### config.mk
export PLATFORM = sky130hd
export DESIGN_NAME = ex_stage_top
export DESIGN_NICKNAME = d
export VERILOG_FILES = /design/src/source/ex_pkg.sv /design/src/source/ex_stage_top.sv /design/src/source/ex_result.sv /design/src/source/ex_execute.sv /design/src/source/ex_bitcount.sv /design/src/source/ex_decode.sv
export SDC_FILE = /design/constraint.sdc
export NUM_CORES = 1
export LEC_CHECK = 0
export BUFFER_PORTS_ARGS = -buffer_cell sky130_fd_sc_hd__buf_4
export CORE_UTILIZATION = 34
export DETAILED_ROUTE_END_ITERATION = 12
export PLACE_DENSITY_LB_ADDON = 0.08
export SETUP_SLACK_MARGIN = 0.02
export SLEW_MARGIN = 20
export SYNTH_ARGS = -nofsm -noshare
export SYNTH_HDL_FRONTEND = slang
export SYNTH_HIERARCHICAL = 1
export SYNTH_SLANG_ARGS = --single-unit
export TNS_END_PERCENT = 20
### constraint.sdc
create_clock -name clk -period 9.78 [get_ports clk]
set_clock_uncertainty 0.15 [all_clocks]
set_input_delay 1.956 -clock clk [delete_from_list [all_inputs] [get_ports clk]]
set_output_delay 1.956 -clock clk [all_outputs]
set_load 0.02 [all_outputs]
### src/source/ex_pkg.sv
`default_nettype none

package ex_pkg;

    localparam int XLEN       = 32;
    localparam int REG_ADDR_W = 5;
    localparam int BITCOUNT_W = 6;

    localparam logic [REG_ADDR_W-1:0] LINK_REG = 5'd31;

    // every instruction the stage executes
    typedef enum logic [5:0] {
        OP_SLL, OP_SRL, OP_SRA, OP_SLLV, OP_SRLV, OP_SRAV,
        OP_JR, OP_JALR,
        OP_ADD, OP_ADDU, OP_SUB, OP_SUBU,
        OP_AND, OP_OR, OP_XOR, OP_NOR,
        OP_SLT, OP_SLTU,
        OP_BLTZ, OP_BGEZ,
        OP_J, OP_JAL,
        OP_BEQ, OP_BNE, OP_BLEZ, OP_BGTZ,
        OP_ADDI, OP_ADDIU, OP_SLTI, OP_SLTIU,
        OP_ANDI, OP_ORI, OP_XORI, OP_LUI,
        OP_CLZ, OP_CLO,
        OP_RESERVED
    } ex_op_t;

    typedef enum logic [3:0] {
        ALU_ADD,
        ALU_SUB,
        ALU_AND,
        ALU_OR,
        ALU_XOR,
        ALU_NOR,
        ALU_SLT,
        ALU_SLTU,
        ALU_SLL,
        ALU_SRL,
        ALU_SRA,
        ALU_LUI
    } alu_op_t;

    // cp0 cause codes
    typedef enum logic [4:0] {
        EXC_NONE = 5'h00,
        EXC_RI   = 5'h0a,
        EXC_OV   = 5'h0c
    } exc_code_t;

endpackage

`default_nettype wire
### src/source/ex_stage_top.sv
`timescale 1ns/10ps
`default_nettype none

module ex_stage_top import ex_pkg::*; (
    input  wire logic                  clk,
    input  wire logic                  resetn,
    input  wire logic                  valid_i,
    input  wire logic                  ready_i,
    input  wire logic [XLEN-1:0]       pc_i,
    input  wire logic [XLEN-1:0]       inst_i,
    input  wire logic [XLEN-1:0]       rdata1_i,
    input  wire logic [XLEN-1:0]       rdata2_i,
    output logic                       done_o,
    output logic                       valid_o,
    output logic                       branch_o,
    output logic                       exc_o,
    output logic [XLEN-1:0]            target_pc_o,
    output logic [XLEN-1:0]            result_o,
    output logic [REG_ADDR_W-1:0]      waddr_o,
    output exc_code_t                  exc_code_o
);

    ex_op_t                op;
    alu_op_t               alu_op;
    logic [XLEN-1:0]       alu_a;
    logic [XLEN-1:0]       alu_b;
    logic [REG_ADDR_W-1:0] waddr;
    logic [XLEN-1:0]       alu_result;
    logic                  overflow;
    logic                  branch_taken;
    logic [BITCOUNT_W-1:0] count;
    logic                  count_ready;
    logic                  release_cnt;

    ex_decode ex_decode_inst (
        .inst_i     (inst_i),
        .rdata1_i   (rdata1_i),
        .rdata2_i   (rdata2_i),
        .op_o       (op),
        .alu_op_o   (alu_op),
        .alu_a_o    (alu_a),
        .alu_b_o    (alu_b),
        .waddr_o    (waddr)
    );

    ex_execute ex_execute_inst (
        .clk            (clk),
        .resetn         (resetn),
        .valid_i        (valid_i),
        .op_i           (op),
        .alu_op_i       (alu_op),
        .alu_a_i        (alu_a),
        .alu_b_i        (alu_b),
        .rdata1_i       (rdata1_i),
        .rdata2_i       (rdata2_i),
        .inst_i         (inst_i),
        .pc_i           (pc_i),
        .release_i      (release_cnt),
        .alu_result_o   (alu_result),
        .overflow_o     (overflow),
        .branch_taken_o (branch_taken),
        .target_pc_o    (target_pc_o),
        .count_o        (count),
        .count_ready_o  (count_ready)
    );

    ex_result ex_result_inst (
        .clk            (clk),
        .resetn         (resetn),
        .valid_i        (valid_i),
        .ready_i        (ready_i),
        .op_i           (op),
        .pc_i           (pc_i),
        .alu_result_i   (alu_result),
        .overflow_i     (overflow),
        .branch_taken_i (branch_taken),
        .count_i        (count),
        .count_ready_i  (count_ready),
        .waddr_i        (waddr),
        .done_o         (done_o),
        .release_o      (release_cnt),
        .branch_o       (branch_o),
        .exc_o          (exc_o),
        .exc_code_o     (exc_code_o),
        .valid_o        (valid_o),
        .result_o       (result_o),
        .waddr_o        (waddr_o)
    );

endmodule

`default_nettype wire

### src/source/ex_result.sv
`timescale 1ns/10ps
`default_nettype none

module ex_result import ex_pkg::*; (
    input  wire logic                  clk,
    input  wire logic                  resetn,
    input  wire logic                  valid_i,
    input  wire logic                  ready_i,
    input  wire ex_op_t                op_i,
    input  wire logic [XLEN-1:0]       pc_i,
    input  wire logic [XLEN-1:0]       alu_result_i,
    input  wire logic                  overflow_i,
    input  wire logic                  branch_taken_i,
    input  wire logic [BITCOUNT_W-1:0] count_i,
    input  wire logic                  count_ready_i,
    input  wire logic [REG_ADDR_W-1:0] waddr_i,
    output logic                       done_o,
    output logic                       release_o,
    output logic                       branch_o,
    output logic                       exc_o,
    output exc_code_t                  exc_code_o,
    output logic                       valid_o,
    output logic [XLEN-1:0]            result_o,
    output logic [REG_ADDR_W-1:0]      waddr_o
);

    logic            is_count;
    logic            is_link;
    logic            reserved;
    logic            exc;
    logic            fired;
    logic            first;
    logic [XLEN-1:0] result;

    assign is_count = (op_i == OP_CLZ) || (op_i == OP_CLO);
    assign is_link  = (op_i == OP_JAL) || (op_i == OP_JALR);
    assign reserved = (op_i == OP_RESERVED);
    assign exc      = reserved || overflow_i;

    always_comb begin
        if (reserved) begin
            exc_code_o = EXC_RI;
        end else if (overflow_i) begin
            exc_code_o = EXC_OV;
        end else begin
            exc_code_o = EXC_NONE;
        end
    end

    // multi-cycle only for the bit count
    assign done_o    = valid_i && (!is_count || count_ready_i);
    assign release_o = done_o && ready_i;

    // remembers a strobe already given while stalled
    always_ff @(posedge clk) begin
        if (!resetn) begin
            fired <= 1'b0;
        end else if (ready_i) begin
            fired <= 1'b0;
        end else if (done_o) begin
            fired <= 1'b1;
        end
    end

    assign first    = done_o && !fired;
    assign branch_o = first && branch_taken_i;
    assign exc_o    = first && exc;

    always_comb begin
        if (is_link) begin
            result = pc_i + 32'd8;
        end else if (is_count) begin
            result = {{(XLEN-BITCOUNT_W){1'b0}}, count_i};
        end else begin
            result = alu_result_i;
        end
    end

    always_ff @(posedge clk) begin
        if (!resetn) begin
            valid_o  <= 1'b0;
            result_o <= '0;
            waddr_o  <= '0;
        end else if (ready_i) begin
            valid_o  <= valid_i && done_o && !exc;
            result_o <= result;
            waddr_o  <= waddr_i;
        end
    end

endmodule

`default_nettype wire

### src/source/ex_execute.sv
`timescale 1ns/10ps
`default_nettype none

module ex_execute import ex_pkg::*; (
    input  wire logic                  clk,
    input  wire logic                  resetn,
    input  wire logic                  valid_i,
    input  wire ex_op_t                op_i,
    input  wire alu_op_t               alu_op_i,
    input  wire logic [XLEN-1:0]       alu_a_i,
    input  wire logic [XLEN-1:0]       alu_b_i,
    input  wire logic [XLEN-1:0]       rdata1_i,
    input  wire logic [XLEN-1:0]       rdata2_i,
    input  wire logic [XLEN-1:0]       inst_i,
    input  wire logic [XLEN-1:0]       pc_i,
    input  wire logic                  release_i,
    output logic [XLEN-1:0]            alu_result_o,
    output logic                       overflow_o,
    output logic                       branch_taken_o,
    output logic [XLEN-1:0]            target_pc_o,
    output logic [BITCOUNT_W-1:0]      count_o,
    output logic                       count_ready_o
);

    logic [XLEN-1:0] sum;
    logic [XLEN-1:0] diff;
    logic [4:0]      shamt;
    logic            add_ov;
    logic            sub_ov;
    logic            rs_zero;
    logic            rs_neg;
    logic [XLEN-1:0] pc_next;
    logic [XLEN-1:0] br_target;
    logic [XLEN-1:0] j_target;
    logic            count_start;
    logic [XLEN-1:0] count_data;

    assign sum   = alu_a_i + alu_b_i;
    assign diff  = alu_a_i - alu_b_i;
    assign shamt = alu_a_i[4:0];

    // signed overflow from the operand and result signs
    assign add_ov = (alu_a_i[XLEN-1] == alu_b_i[XLEN-1]) && (sum[XLEN-1] != alu_a_i[XLEN-1]);
    assign sub_ov = (alu_a_i[XLEN-1] != alu_b_i[XLEN-1]) && (diff[XLEN-1] != alu_a_i[XLEN-1]);

    assign overflow_o = ((op_i == OP_ADD || op_i == OP_ADDI) && add_ov)
                     || (op_i == OP_SUB && sub_ov);

    always_comb begin
        case (alu_op_i)
            ALU_SUB:  alu_result_o = diff;
            ALU_AND:  alu_result_o = alu_a_i & alu_b_i;
            ALU_OR:   alu_result_o = alu_a_i | alu_b_i;
            ALU_XOR:  alu_result_o = alu_a_i ^ alu_b_i;
            ALU_NOR:  alu_result_o = ~(alu_a_i | alu_b_i);
            ALU_SLT:  alu_result_o = {{(XLEN-1){1'b0}}, $signed(alu_a_i) < $signed(alu_b_i)};
            ALU_SLTU: alu_result_o = {{(XLEN-1){1'b0}}, alu_a_i < alu_b_i};
            ALU_SLL:  alu_result_o = alu_b_i << shamt;
            ALU_SRL:  alu_result_o = alu_b_i >> shamt;
            ALU_SRA:  alu_result_o = $signed(alu_b_i) >>> shamt;
            ALU_LUI:  alu_result_o = {alu_b_i[15:0], 16'h0000};
            default:  alu_result_o = sum;
        endcase
    end

    // branch compare
    assign rs_zero = (rdata1_i == '0);
    assign rs_neg  = rdata1_i[XLEN-1];

    always_comb begin
        case (op_i)
            OP_BEQ:                          branch_taken_o = (rdata1_i == rdata2_i);
            OP_BNE:                          branch_taken_o = (rdata1_i != rdata2_i);
            OP_BLEZ:                         branch_taken_o = rs_neg || rs_zero;
            OP_BGTZ:                         branch_taken_o = !rs_neg && !rs_zero;
            OP_BLTZ:                         branch_taken_o = rs_neg;
            OP_BGEZ:                         branch_taken_o = !rs_neg;
            OP_J, OP_JAL, OP_JR, OP_JALR:    branch_taken_o = 1'b1;
            default:                         branch_taken_o = 1'b0;
        endcase
    end

    assign pc_next   = pc_i + 32'd4;
    assign br_target = pc_next + {{(XLEN-18){inst_i[15]}}, inst_i[15:0], 2'b00};
    assign j_target  = {pc_next[31:28], inst_i[25:0], 2'b00};

    always_comb begin
        case (op_i)
            OP_JR, OP_JALR: target_pc_o = rdata1_i;
            OP_J, OP_JAL:   target_pc_o = j_target;
            default:        target_pc_o = br_target;
        endcase
    end

    // clz counts the leading ones of the inverted operand
    assign count_start = valid_i && (op_i == OP_CLZ || op_i == OP_CLO);
    assign count_data  = (op_i == OP_CLZ) ? ~rdata1_i : rdata1_i;

    ex_bitcount ex_bitcount_inst (
        .clk        (clk),
        .resetn     (resetn),
        .start_i    (count_start),
        .release_i  (release_i),
        .data_i     (count_data),
        .count_o    (count_o),
        .ready_o    (count_ready_o)
    );

endmodule

`default_nettype wire

### src/source/ex_bitcount.sv
`timescale 1ns/10ps
`default_nettype none

module ex_bitcount import ex_pkg::*; (
    input  wire logic                  clk,
    input  wire logic                  resetn,
    input  wire logic                  start_i,
    input  wire logic                  release_i,
    input  wire logic [XLEN-1:0]       data_i,
    output logic [BITCOUNT_W-1:0]      count_o,
    output logic                       ready_o
);

    logic            busy;
    logic [XLEN-1:0] shift_q;
    logic            load;
    logic            step;

    assign load = !busy && start_i;
    // advance while the top bit is still a one
    assign step = busy && shift_q[XLEN-1];

    always_ff @(posedge clk) begin
        if (!resetn) begin
            busy    <= 1'b0;
            count_o <= '0;
        end else if (release_i) begin
            busy    <= 1'b0;
        end else if (load) begin
            busy    <= 1'b1;
            count_o <= '0;
        end else if (step) begin
            count_o <= count_o + 1'b1;
        end
    end

    // zeros shift in, so all ones ends after the last bit
    always_ff @(posedge clk) begin
        if (load) begin
            shift_q <= data_i;
        end else if (step) begin
            shift_q <= shift_q << 1;
        end
    end

    assign ready_o = busy && !shift_q[XLEN-1];

endmodule

`default_nettype wire

### src/source/ex_decode.sv
`timescale 1ns/10ps
`default_nettype none

module ex_decode import ex_pkg::*; (
    input  wire logic [XLEN-1:0]       inst_i,
    input  wire logic [XLEN-1:0]       rdata1_i,
    input  wire logic [XLEN-1:0]       rdata2_i,
    output ex_op_t                     op_o,
    output alu_op_t                    alu_op_o,
    output logic [XLEN-1:0]            alu_a_o,
    output logic [XLEN-1:0]            alu_b_o,
    output logic [REG_ADDR_W-1:0]      waddr_o
);

    logic [5:0]            opcode;
    logic [5:0]            funct;
    logic [REG_ADDR_W-1:0] rt;
    logic [REG_ADDR_W-1:0] rd;
    logic [4:0]            sa;
    logic [15:0]           imm;
    ex_op_t                op;
    logic                  a_is_sa;
    logic                  b_is_imm;
    logic                  imm_zx;

    assign opcode = inst_i[31:26];
    assign funct  = inst_i[5:0];
    assign rt     = inst_i[20:16];
    assign rd     = inst_i[15:11];
    assign sa     = inst_i[10:6];
    assign imm    = inst_i[15:0];

    always_comb begin
        op = OP_RESERVED;
        case (opcode)
            6'h00: begin
                case (funct)
                    6'h00: op = OP_SLL;
                    6'h02: op = OP_SRL;
                    6'h03: op = OP_SRA;
                    6'h04: op = OP_SLLV;
                    6'h06: op = OP_SRLV;
                    6'h07: op = OP_SRAV;
                    6'h08: op = OP_JR;
                    6'h09: op = OP_JALR;
                    6'h20: op = OP_ADD;
                    6'h21: op = OP_ADDU;
                    6'h22: op = OP_SUB;
                    6'h23: op = OP_SUBU;
                    6'h24: op = OP_AND;
                    6'h25: op = OP_OR;
                    6'h26: op = OP_XOR;
                    6'h27: op = OP_NOR;
                    6'h2a: op = OP_SLT;
                    6'h2b: op = OP_SLTU;
                    default: op = OP_RESERVED;
                endcase
            end
            // regimm, selected by rt
            6'h01: begin
                if (rt == 5'h00) begin
                    op = OP_BLTZ;
                end else if (rt == 5'h01) begin
                    op = OP_BGEZ;
                end
            end
            6'h02: op = OP_J;
            6'h03: op = OP_JAL;
            6'h04: op = OP_BEQ;
            6'h05: op = OP_BNE;
            6'h06: op = OP_BLEZ;
            6'h07: op = OP_BGTZ;
            6'h08: op = OP_ADDI;
            6'h09: op = OP_ADDIU;
            6'h0a: op = OP_SLTI;
            6'h0b: op = OP_SLTIU;
            6'h0c: op = OP_ANDI;
            6'h0d: op = OP_ORI;
            6'h0e: op = OP_XORI;
            6'h0f: op = OP_LUI;
            6'h1c: begin
                if (funct == 6'h20) begin
                    op = OP_CLZ;
                end else if (funct == 6'h21) begin
                    op = OP_CLO;
                end
            end
            default: op = OP_RESERVED;
        endcase
    end

    assign op_o = op;

    always_comb begin
        case (op)
            OP_SUB, OP_SUBU:            alu_op_o = ALU_SUB;
            OP_AND, OP_ANDI:            alu_op_o = ALU_AND;
            OP_OR, OP_ORI:              alu_op_o = ALU_OR;
            OP_XOR, OP_XORI:            alu_op_o = ALU_XOR;
            OP_NOR:                     alu_op_o = ALU_NOR;
            OP_SLT, OP_SLTI:            alu_op_o = ALU_SLT;
            OP_SLTU, OP_SLTIU:          alu_op_o = ALU_SLTU;
            OP_SLL, OP_SLLV:            alu_op_o = ALU_SLL;
            OP_SRL, OP_SRLV:            alu_op_o = ALU_SRL;
            OP_SRA, OP_SRAV:            alu_op_o = ALU_SRA;
            OP_LUI:                     alu_op_o = ALU_LUI;
            default:                    alu_op_o = ALU_ADD;
        endcase
    end

    assign a_is_sa  = op inside {OP_SLL, OP_SRL, OP_SRA};
    assign b_is_imm = op inside {OP_ADDI, OP_ADDIU, OP_SLTI, OP_SLTIU,
                                 OP_ANDI, OP_ORI, OP_XORI, OP_LUI};
    // logic immediates are zero-extended
    assign imm_zx   = op inside {OP_ANDI, OP_ORI, OP_XORI, OP_LUI};

    assign alu_a_o = a_is_sa ? {{(XLEN-5){1'b0}}, sa} : rdata1_i;

    always_comb begin
        if (!b_is_imm) begin
            alu_b_o = rdata2_i;
        end else if (imm_zx) begin
            alu_b_o = {{(XLEN-16){1'b0}}, imm};
        end else begin
            alu_b_o = {{(XLEN-16){imm[15]}}, imm};
        end
    end

    always_comb begin
        case (op)
            OP_SLL, OP_SRL, OP_SRA, OP_SLLV, OP_SRLV, OP_SRAV,
            OP_ADD, OP_ADDU, OP_SUB, OP_SUBU,
            OP_AND, OP_OR, OP_XOR, OP_NOR,
            OP_SLT, OP_SLTU, OP_JALR,
            OP_CLZ, OP_CLO:                         waddr_o = rd;
            OP_ADDI, OP_ADDIU, OP_SLTI, OP_SLTIU,
            OP_ANDI, OP_ORI, OP_XORI, OP_LUI:       waddr_o = rt;
            OP_JAL:                                 waddr_o = LINK_REG;
            // no register write
            default:                                waddr_o = '0;
        endcase
    end

endmodule

`default_nettype wire

; Word level (Yosys, flattened, before mapping)
; Memory sizes are Yosys's and may differ from the RTL's.
; Cells that the tools add are included.
; W data, S select, Z words.
[totals]
ff_bits = 78
romBits = 640
output_inout_bits = 78
memories = 2
[op_classes]
addsub = 6
magnitude_cmp = 2
eq_ne = 72
shift = 3
mux = 21
bitwise_logic = 7
n_reduce_logical = 46
[mem_list]
columns = name, words, width, rd, rd_clocked_by_memory_dff, write_ports, line
row1 = (no name shown), 64, 6, 1, 0, 0, ex_decode.sv:37  ; case (funct)
row2 = (no name shown), 64, 4, 1, 0, 0, ex_decode.sv:95  ; case (op)
[ops]
columns = op, n
row1 = $pmux W32 S11, 1
row2 = $mux W32, 8
row3 = $eq A6 B5 Y1 const B, 17
row4 = $pmux W6 S17, 1
row5 = $eq A6 B4 Y1 const B, 16
row6 = $add A32 B32 Y32, 2
row7 = $lt A32 B32 Y1, 2
row8 = $not A32 Y32, 2
row9 = $pmux W32 S2, 1
row10 = $eq A6 B3 Y1 const B, 8
row11 = $eq A6 B6 Y1 const B, 7
row12 = $add A32 B3 Y32 const B, 1
row13 = $add A32 B4 Y32 const B, 1
row14 = $and A32 B32 Y32, 1
row15 = $eq A32 B32 Y1, 1
row16 = $logic_not A32 Y1, 1
row17 = $ne A32 B32 Y1, 1
row18 = $or A32 B32 Y32, 1
row19 = $shl A32 B5 Y32, 1
row20 = $shr A32 B5 Y32, 1
row21 = $sshr A32 B5 Y32, 1
row22 = $sub A32 B32 Y32, 1
row23 = $xor A32 B32 Y32, 1
row24 = $mux W6, 5
row25 = other kinds (30), 75

; Logic depth before layout (Yosys ltp)
; Gate-level depths: netlist of the first run.
[depth]
word_depth = 16
ltp_mapped = 29
depth_no_buf = 25

; Modules after synthesis
; The synthesis of the first run kept the hierarchy.
[by_module_without_submodules]
columns = mod, instances, cells_per_inst, area_each_um2, seq_area_each_um2
row1 = ex_execute, 1, 1823, 12754.7, 0.0
row2 = ex_result, 1, 356, 2738.9, 780.7
row3 = ex_bitcount, 1, 108, 1690.4, 1101.1
row4 = ex_decode, 1, 196, 1418.9, 0.0

; Worst setup path before layout of the first run
; OpenSTA, ideal clock, no wires.
[synth_path]
kind = input-to-output
from = input inst_i[20]
to = output exc_o
arrival_ps = 8147
setup_slack_ps = -473
cell_stages = 26
path_cell_list = or4_4 a311o_1 and3_4 or3_4 or3_4 a21o_4 buf_6 mux2_4 buf_2 clkinv_1 buf_2 buf_2 buf_2 ha_1 buf_6 nor3_4 o31ai_2 a31oi_4 a2111oi_2 o2111a_1 or3_4 nand2_1 a221o_1 o311a_1 or2_2 nor3b_1
[synth_rtl]
columns = element, line
row1 = start: declaration, ex_stage_top.sv:10  ; input wire logic [XLEN-1:0] inst_i,
row2 = $eq A5 B1 Y1, ex_decode.sv:63  ; end else if (rt == 5'h01) begin
row3 = $mux W6, ex_decode.sv:63
row4 = $mux W6 (*), ex_decode.sv:61  ; if (rt == 5'h00) begin
row5 = $pmux W6 S17 (*), ex_decode.sv:35  ; case (opcode)
row6 = "$eq A6 B1 Y1, or another cell as far along", ex_decode.sv:111  ; assign a_is_sa = op inside {OP_SLL, OP_SRL, OP_SRA};
row7 = $reduce_bool A3 Y1 (*), ex_decode.sv:111
row8 = $mux W32 (*), ex_decode.sv:117  ; assign alu_a_o = a_is_sa ? {{(XLEN-5){1'b0}}, sa} : rdata1_i;
row9 = via alu_a[2], ex_stage_top.sv:25  ; logic [XLEN-1:0] alu_a;
row10 = $add A32 B32 Y32 or $sub A32 B32 Y32 (tied branches), "ex_execute.sv:38, ex_execute.sv:39"
row11 = "$ne A1 B1 Y1, on equally long branches", "ex_execute.sv:43, ex_execute.sv:44"
row12 = "$logic_and A1 B1 Y1, on equally long branches", "ex_execute.sv:43, ex_execute.sv:44"
row13 = "$logic_and A1 B1 Y1, on equally long branches", "ex_execute.sv:46, ex_execute.sv:47"
row14 = $logic_or A1 B1 Y1 (*), ex_execute.sv:47  ; || (op_i == OP_SUB && sub_ov);
row15 = via overflow, ex_stage_top.sv:29  ; logic overflow;
row16 = $logic_or A1 B1 Y1 (*), ex_result.sv:38  ; assign exc = reserved || overflow_i;
row17 = $logic_and A1 B1 Y1 (*), ex_result.sv:67  ; assign exc_o = first && exc;
row18 = end: declaration, ex_stage_top.sv:16  ; output logic exc_o,
; The timed path passes the listed nets; every way through them passes the cells marked *.

; Final worst setup path of the first run
[layout_path]
from = input inst_i[19]
to = output exc_o
; Same word-level chain as after synthesis.

==> results of run 1 <==
-- power breakdown --
part / internal [W] / leakage, nW / total (W) / switching (W)
Clock: 0.000227 / 0.159 / 0.000400 / 0.000172
Sequential: 0.000357 / 0.665 / 0.000374 / 0.0000173
Combinational: 0.000690 / 8.42 / 0.00182 / 0.00113
-- cell type report --
| cell class | instances | area (µm²) |
|---|---|---|
| Antenna cell | 7 | 17.5 |
| Clock buffer | 9 | 225 |
| Clock inverter | 7 | 103 |
| Fill cell | 5541 | 31500 |
| Inverter | 127 | 480 |
| Multi-Input combinational cell | 2100 | 15600 |
| Sequential cell | 78 | 1880 |
| Tap cell | 696 | 871 |
| Timing Repair Buffer | 430 | 3240 |
-- cells by family (layout without fill, tap and decap cells) --
| logic type | count (synthesis) | in the layout | synth area share, % |
|---|---|---|---|
| compound gates | 789 | 790 | 28.8 |
| xor+xnor | 141 | 141 | 6.64 |
| fa+ha+maj | 139 | 139 | 9.46 |
| buf+inv | 307 | 573 | 7.37 |
| flops | 78 | 78 | 10.1 |
| mux | 186 | 186 | 14.7 |
| other cells | 1 | 9 | 0.0202 |
| simple gates | 842 | 842 | 22.9 |
-- flip-flops by register name, indices dropped and copies added, names as in the netlist --
signal                                    cells
ex_execute_inst/ex_bitcount_inst/count_o      6
ex_execute_inst/ex_bitcount_inst/shift_q     32
ex_result_inst/fired                          1
ex_result_inst/result_o                      32
ex_execute_inst/ex_bitcount_inst/busy         1
ex_result_inst/waddr_o                        5
ex_result_inst/valid_o                        1
-- final timing paths --
path                                                start                                           to  slack [ns]  depth (start not counted)
min                            ex_result_inst/result_o[0]                   ex_result_inst/result_o[0]        0.33                          2
max reg2reg  ex_execute_inst/ex_bitcount_inst/shift_q[31]  ex_execute_inst/ex_bitcount_inst/count_o[5]        6.91                          6
min reg2reg                    ex_result_inst/result_o[0]                   ex_result_inst/result_o[0]        0.33                          2
max                                            inst_i[19]                                        exc_o        0.12                         23
-- worst min-delay path, cell delays in order, from the launching register on --
cell and delay (ns):
sky130_fd_sc_hd__dfxtp_1 0.32, sky130_fd_sc_hd__nand3_1 0.06, sky130_fd_sc_hd__o31ai_1 0.06
-- placed cells by master (no fill, tap or decap), drive strengths merged, types with 23 or more instances in the layout --
cell type / instances
a211oi: 46
a21o: 50
a21oi: 183
a221oi: 25
a22oi: 43
a31oi: 38
and2: 43
and3: 28
buf: 430
dfxtp: 46
edfxtp: 32
ha: 135
inv: 128
mux2: 75
mux2i: 51
mux4: 60
nand2: 183
nand3: 72
nand4: 45
nor2: 242
nor2b: 31
nor3: 60
nor4: 31
o21ai: 179
o31ai: 23
xnor2: 113
xor2: 28
-- layer usage --
metal  vias to the layer above  part of all wire (%)
met1                     10700                    40
met3                       292                   9.0
met2                      1229                    45
li1                       9828                     -
met4                        10                   6.3
met5                         -                 0.066
-- stage by stage --
step	instance area (µm²)	setup WS (ns)	TNS, ns	utilization, %
3_5_place_dp	21800	-0.175	-0.187	40.5
5_1_grt	22400	-0.0284	-0.0284	41.6
3_3_place_gp	21800	-0.190	-0.227	40.5
6_report	22500	0.122	0	41.6
2_1_floorplan	18600	0.0312	0	-
4_1_cts	22200	0.0257	0	41.2
-- repair_timing --
action                                 CTS  global route
setup endpoints to repair                3             3
endpoints found under the hold margin    0             0
resized for setup                        8            27
pin swaps                                5            22
gates cloned                             1             0
buffers inserted                         1             6
==> impl_summary.txt, run 1 <==
----------------------------------------------------
[Hold path]
  Class of the worst hold path ... register to register

[Clock network]
  Clock tree from TritonCTS ... yes
  Clk Latency, worst-skew pair ... 0.37 ns
  CTS buffer count ... 9
  Number of hold buffers added after CTS ... 0
  Sinks on Clock Net ... 78
  Clock transition at the registers of the reported paths ... 0.07 ns
  Master cell of the clock root buffer ... sky130_fd_sc_hd__clkbuf_16
  Number of levels the H-tree was split into ... 3
  Max Root-Sink Buffers ... 2

[Run status]
  Result of the run ... complete, no violations

[Detailed routing]
  Mean number of vias per cell ... 6.39
  Antenna-violating nets left ... 0
  Detailed router's first-iteration violation count ... 2345
  Number of detailed-routing iterations run before antenna repair ... 6
  Final wirelength ... 105000 µm
  Drt wl/cell ... 30.5 µm
  DRC violation count after routing ... 0
  Vias ... 22100

[Cells and area]
  Growth of design area from synthesis to finish ... 20.7%
  Finished Layout Cells ... 3454
  Share of final-layout standard cells stronger than drive strength 1 ... 24.7%
  Nets ... 3016

[STA]
  Worst Hold Margin ... 0.334 ns
  Highest clock rate ... 104 MHz
  Worst-margin pin slew ... 1.01 ns
  Shortest period the worst path allows ... 9.66 ns
  Final hold violation count ... 0
  Ratio of final minimum period to clock period ... 98.7%
  Final max-slew violation count ... 0
  Slew headroom ... 32.3%
  Setup violations, final ... 0

[GRT]
  Global-route total usage across every layer ... 36.7%
  Met2 routing resource usage after global routing ... 58.7%
  Busiest grt layer ... met2
  Met3 global-route usage ... 7.93%
  First-pass GRT wire length ... 150000 µm
  Maximum number of pins on one net before global-route repair ... 73
  Met1 Usage GRT ... 45.5%
  Vias in the first global route ... 20900
  Total global routing overflow ... 0
  Antenna violations before repair ... 17

[Synth]
  Most instantiated cells after synthesis ... sky130_fd_sc_hd__nor2_1, sky130_fd_sc_hd__a21oi_1, sky130_fd_sc_hd__nand2_1
  Largest cells by area after synthesis ... sky130_fd_sc_hd__ha_1, sky130_fd_sc_hd__mux4_2, sky130_fd_sc_hd__xnor2_1, sky130_fd_sc_hd__edfxtp_1, sky130_fd_sc_hd__dfxtp_1
  Number of standard cells after synthesis ... 2483
  Number of synthesized flops with an enable pin ... 32
  Synthesized cell area ... 0.0186 mm²
  Synthesized area per cell ... 7.49 µm²
  Top_reg_cell synth ... sky130_fd_sc_hd__dfxtp_1
  Yosys Warn Count ... 6
  Number of storage elements in the synthesis netlist ... 78
  Dominant cell by count in the synthesized netlist ... sky130_fd_sc_hd__nor2_1
  Portion of the post-synthesis area used by sequential elements ... 10.1%
  Async set-or-reset flop fraction in the synthesized netlist ... 0%
  Cell variety after synth ... 122
  Yosys top cell area share ... 9.08%
  Library cell with the largest summed area after synthesis ... sky130_fd_sc_hd__ha_1

[Worst setup path]
  Critical path data required time ... 7.67 ns
  Number of buffers and inverters on the critical path ... 4
  Setup crit end kind ... primary output
  Highest cell delay on the worst timing path ... 0.56 ns
  Critical path, cell by cell ... buf_4 -> or4_4 -> a311o_1 -> and3_4 -> or3_4 -> or3_4 -> a21o_2 -> buf_4 -> and2_1 -> inv_1 -> ha_1 -> o21ai_0 -> a21oi_1 -> a21oi_1 -> a31oi_1 -> a31oi_4 -> o31ai_4 -> a31o_4 -> a221o_1 -> o311a_4 -> or2_4 -> nor3b_2 -> buf_4
  Critical path's slowest cell ... sky130_fd_sc_hd__or4_4
  Cell type with the highest occurrence count on the critical path ... sky130_fd_sc_hd__buf_4
  Arrival time of data at the critical path endpoint ... 7.55 ns
  CP Class ... primary input to primary output
  Startpoint type of the worst setup path ... primary input
  Worst path top cell family by delay ... compound AO/OA/AOI/OAI gates
  Top fanout value on the critical path ... 12

[Die]
  Total Die Area ... 0.0557 mm²
  Vertical extent of the die ... 236 µm
  Core footprint ... 0.0539 mm²
  Initial cell density of the core ... 34.5%
  Top-Level Pins ... 210
  Die Span X ... 236 µm
  Number of core rows ... 85

[Power]
  Leak pwr ... 9.25 nW
  Pwr dens ... 116 mW/mm²
  Maximum vdd drop ... 0.0868 mV
  Total design power ... 0.00260 W

[Place]
  Placer congestion estimate ... 1.09
  # port buffers ... 207
  Placed Cells ... 3423
  HPWL after detailed placement ... 82800 µm

[Job]
  Max-cap viol count ... 0

----------------------------------------------------
Note: power is estimated with default switching activity, not from simulation.
==> inputs of run 2 (changes only) <==
--- a/config.mk
+++ b/config.mk
@@ -6,9 +6,12 @@
 export NUM_CORES = 1
 export LEC_CHECK = 0
 export BUFFER_PORTS_ARGS = -buffer_cell sky130_fd_sc_hd__buf_4
+export CELL_PAD_IN_SITES_DETAIL_PLACEMENT = 1
+export CELL_PAD_IN_SITES_GLOBAL_PLACEMENT = 1
 export CORE_UTILIZATION = 34
 export DETAILED_ROUTE_END_ITERATION = 12
 export PLACE_DENSITY_LB_ADDON = 0.08
+export REMOVE_ABC_BUFFERS = 1
 export SETUP_SLACK_MARGIN = 0.02
 export SLEW_MARGIN = 20
 export SYNTH_ARGS = -nofsm -noshare
==> run 2 against run 1 <==
Power decreased by 1.5%. Clock power decreased by 15%. First-iteration DRC count decreased by 31%. Critical endpoint unchanged. Sequential power about the same. Largest cell class unchanged. Hold slack improved by 0.011 ns. Critical path depth unchanged. Cell count decreased by 0.20%.
==> impl_summary.txt, run 2 (same netlist as run 1, synthesis figures left out) <==
----------------------------------------------------
[STA]
  Setup violations, final ... 0
  Shortest period the worst path allows ... 9.65 ns
  Ratio of final minimum period to clock period ... 98.7%
  Slew headroom ... 28.4%
  Worst-margin pin slew ... 1.07 ns
  Final setup margin ... 0.132 ns
  Highest clock rate ... 104 MHz
  Final hold violation count ... 0
  Final max-slew violation count ... 0
  Setup repair after global routing missed its margin ... no
  Worst Hold Margin ... 0.345 ns
  Post-route setup TNS ... 0 ns

[Die]
  Initial cell density of the core ... 34.5%
  Core footprint ... 0.0539 mm²
  Number of core rows ... 85
  Top-Level Pins ... 210
  Vertical extent of the die ... 236 µm
  Die Span X ... 236 µm
  Total Die Area ... 0.0557 mm²

[GRT]
  Vias in the first global route ... 22500
  First-pass GRT wire length ... 159000 µm
  Global-route total usage across every layer ... 38.6%
  Maximum number of pins on one net before global-route repair ... 73
  Total global routing overflow ... 0
  Antenna violations before repair ... 12

[Worst setup path]
  Startpoint type of the worst setup path ... primary input
  Highest cell delay on the worst timing path ... 0.55 ns
  Setup crit end kind ... primary output
  CP Class ... primary input to primary output
  Critical path data required time ... 7.67 ns
  Top fanout value on the critical path ... 5
  Critical path's slowest cell ... sky130_fd_sc_hd__or4_4
  Critical path, cell by cell ... buf_4 -> or4_4 -> buf_6 -> a221oi_4 -> or4bb_4 -> or3_4 -> a21o_4 -> mux2_4 -> inv_1 -> ha_2 -> a211oi_2 -> buf_4 -> o21ai_1 -> o211ai_1 -> o21ai_2 -> a31oi_4 -> o31ai_4 -> a31o_4 -> a221o_1 -> o311a_4 -> or2_4 -> nor3b_1 -> buf_4
  Cell type with the highest occurrence count on the critical path ... sky130_fd_sc_hd__buf_4
  Arrival time of data at the critical path endpoint ... 7.54 ns

[Cells and area]
  Top Registers ... ex_execute_inst/ex_bitcount_inst/shift_q x32, ex_result_inst/result_o x32, ex_execute_inst/ex_bitcount_inst/count_o x6
  Top library cells by usage in the layout, fill and taps aside ... sky130_fd_sc_hd__buf_4, sky130_fd_sc_hd__nor2_1, sky130_fd_sc_hd__nand2_1, sky130_fd_sc_hd__a21oi_1, sky130_fd_sc_hd__o21ai_0
  Post-route design area ... 0.0223 mm²
  Nets ... 3011
  Share of final-layout standard cells stronger than drive strength 1 ... 24.3%
  Growth of design area from synthesis to finish ... 20.1%
  FILL cells ... 6622
  Most common cell after layout, fill and taps aside ... sky130_fd_sc_hd__buf_4

[Detailed routing]
  Vias ... 22100
  Antenna-violating nets left ... 0
  DRC violation count after routing ... 0
  Amount of wire on met2 after detailed routing ... 50500 µm
  Mean number of vias per cell ... 6.42
  Final wirelength ... 110000 µm
  Detailed router's first-iteration violation count ... 1628
  Routed length on met1 ... 43400 µm
  Highest layer used for signal routing ... met5
  Number of detailed-routing iterations run before antenna repair ... 5
  Drt wl/cell ... 31.8 µm
  Met3 wirelength from detailed routing ... 8130 µm

[Hold path]
  Class of the worst hold path ... register to register

[Power]
  Maximum vdd drop ... 0.0908 mV
  Pwr dens ... 115 mW/mm²
  Leak pwr ... 9.21 nW

[Clock network]
  Master cell of the clock root buffer ... sky130_fd_sc_hd__clkbuf_16
  Max Root-Sink Buffers ... 2
  Number of levels the H-tree was split into ... 3
  Number of hold buffers added after CTS ... 0
  CTS buffer count ... 9
  Clock tree from TritonCTS ... yes
  Sinks on Clock Net ... 78
  Clock transition at the registers of the reported paths ... 0.07 ns
  Clk Latency, worst-skew pair ... 0.37 ns

[Place]
  HPWL after detailed placement ... 88000 µm
  Placer congestion estimate ... 1.08
  Pre-CTS WS ... -0.248 ns
  # port buffers ... 207
  Placement-stage cell area ... 0.0217 mm²

[Job]
  Max-cap viol count ... 0

[Run status]
  Result of the run ... complete, no violations

----------------------------------------------------
run 2: timing repair:
action                     4_1_cts  5_1_grt
setup buffers                    2       10
setup endpoints to repair        2        2
gates resized for setup         14       20
pin swaps                        9       17
run 2: metrics by stage:
step	util (%)	cells	power, W
4_1_cts	41.1	3432	0.00252
3_5_place_dp	40.3	3414	0.00215
3_3_place_gp	40.3	3414	0.00214
6_report	41.4	3447	0.00256
5_1_grt	41.4	3442	0.00268
2_1_floorplan	-	2304	0.00135
run 2: worst paths after layout:
kind                                                     from                                     endpoint  slack [ns]  depth (start not counted)
setup / recovery                                   inst_i[18]                                        exc_o        0.13                         23
hold / removal    ex_execute_inst/ex_bitcount_inst/count_o[5]  ex_execute_inst/ex_bitcount_inst/count_o[5]        0.35                          2
setup reg to reg        ex_execute_inst/ex_bitcount_inst/busy  ex_execute_inst/ex_bitcount_inst/count_o[5]        6.88                          6
hold reg to reg   ex_execute_inst/ex_bitcount_inst/count_o[5]  ex_execute_inst/ex_bitcount_inst/count_o[5]        0.35                          2
run 2: layout make-up:
class | instances | area, µm² | share of cell area [%]
well taps | 696 | 871 | 3.90
diodes | 5 | 12.5 | 0.0560
multi-input cells | 2099 | 15600 | 69.8
repair buffers | 426 | 3230 | 14.5
clock inverters | 7 | 55.1 | 0.246
flip-flops and latches | 78 | 1880 | 8.42
inverters | 127 | 477 | 2.13
clock buffers | 9 | 225 | 1.01
run 2: power by group:
part	internal (W)	switching [W]	leakage, nW
logic	0.000685	0.00116	8.41
clock network	0.000175	0.000166	0.134
registers	0.000357	0.0000168	0.665
total	0.00122	0.00134	9.21
run 2: critical path: cells and delay by family:
kind,cells,cell delay [ns]
AOI/OAI and AO/OA,11,2.37
and+or+nand+nor,5,1.84
buffers and inverters,5,0.70
muxes,1,0.32
adders and majority gates,1,0.32
run 2: per-layer routing:
| layer | vias to the layer above | GRT usage, % |
|---|---|---|
| li1 | 9798 | - |
| met1 | 11100 | 46.5 |
| met2 | 986 | 63.4 |
| met3 | 274 | 7.38 |
| met4 | 14 | 23.3 |
| met5 | - | 0 |
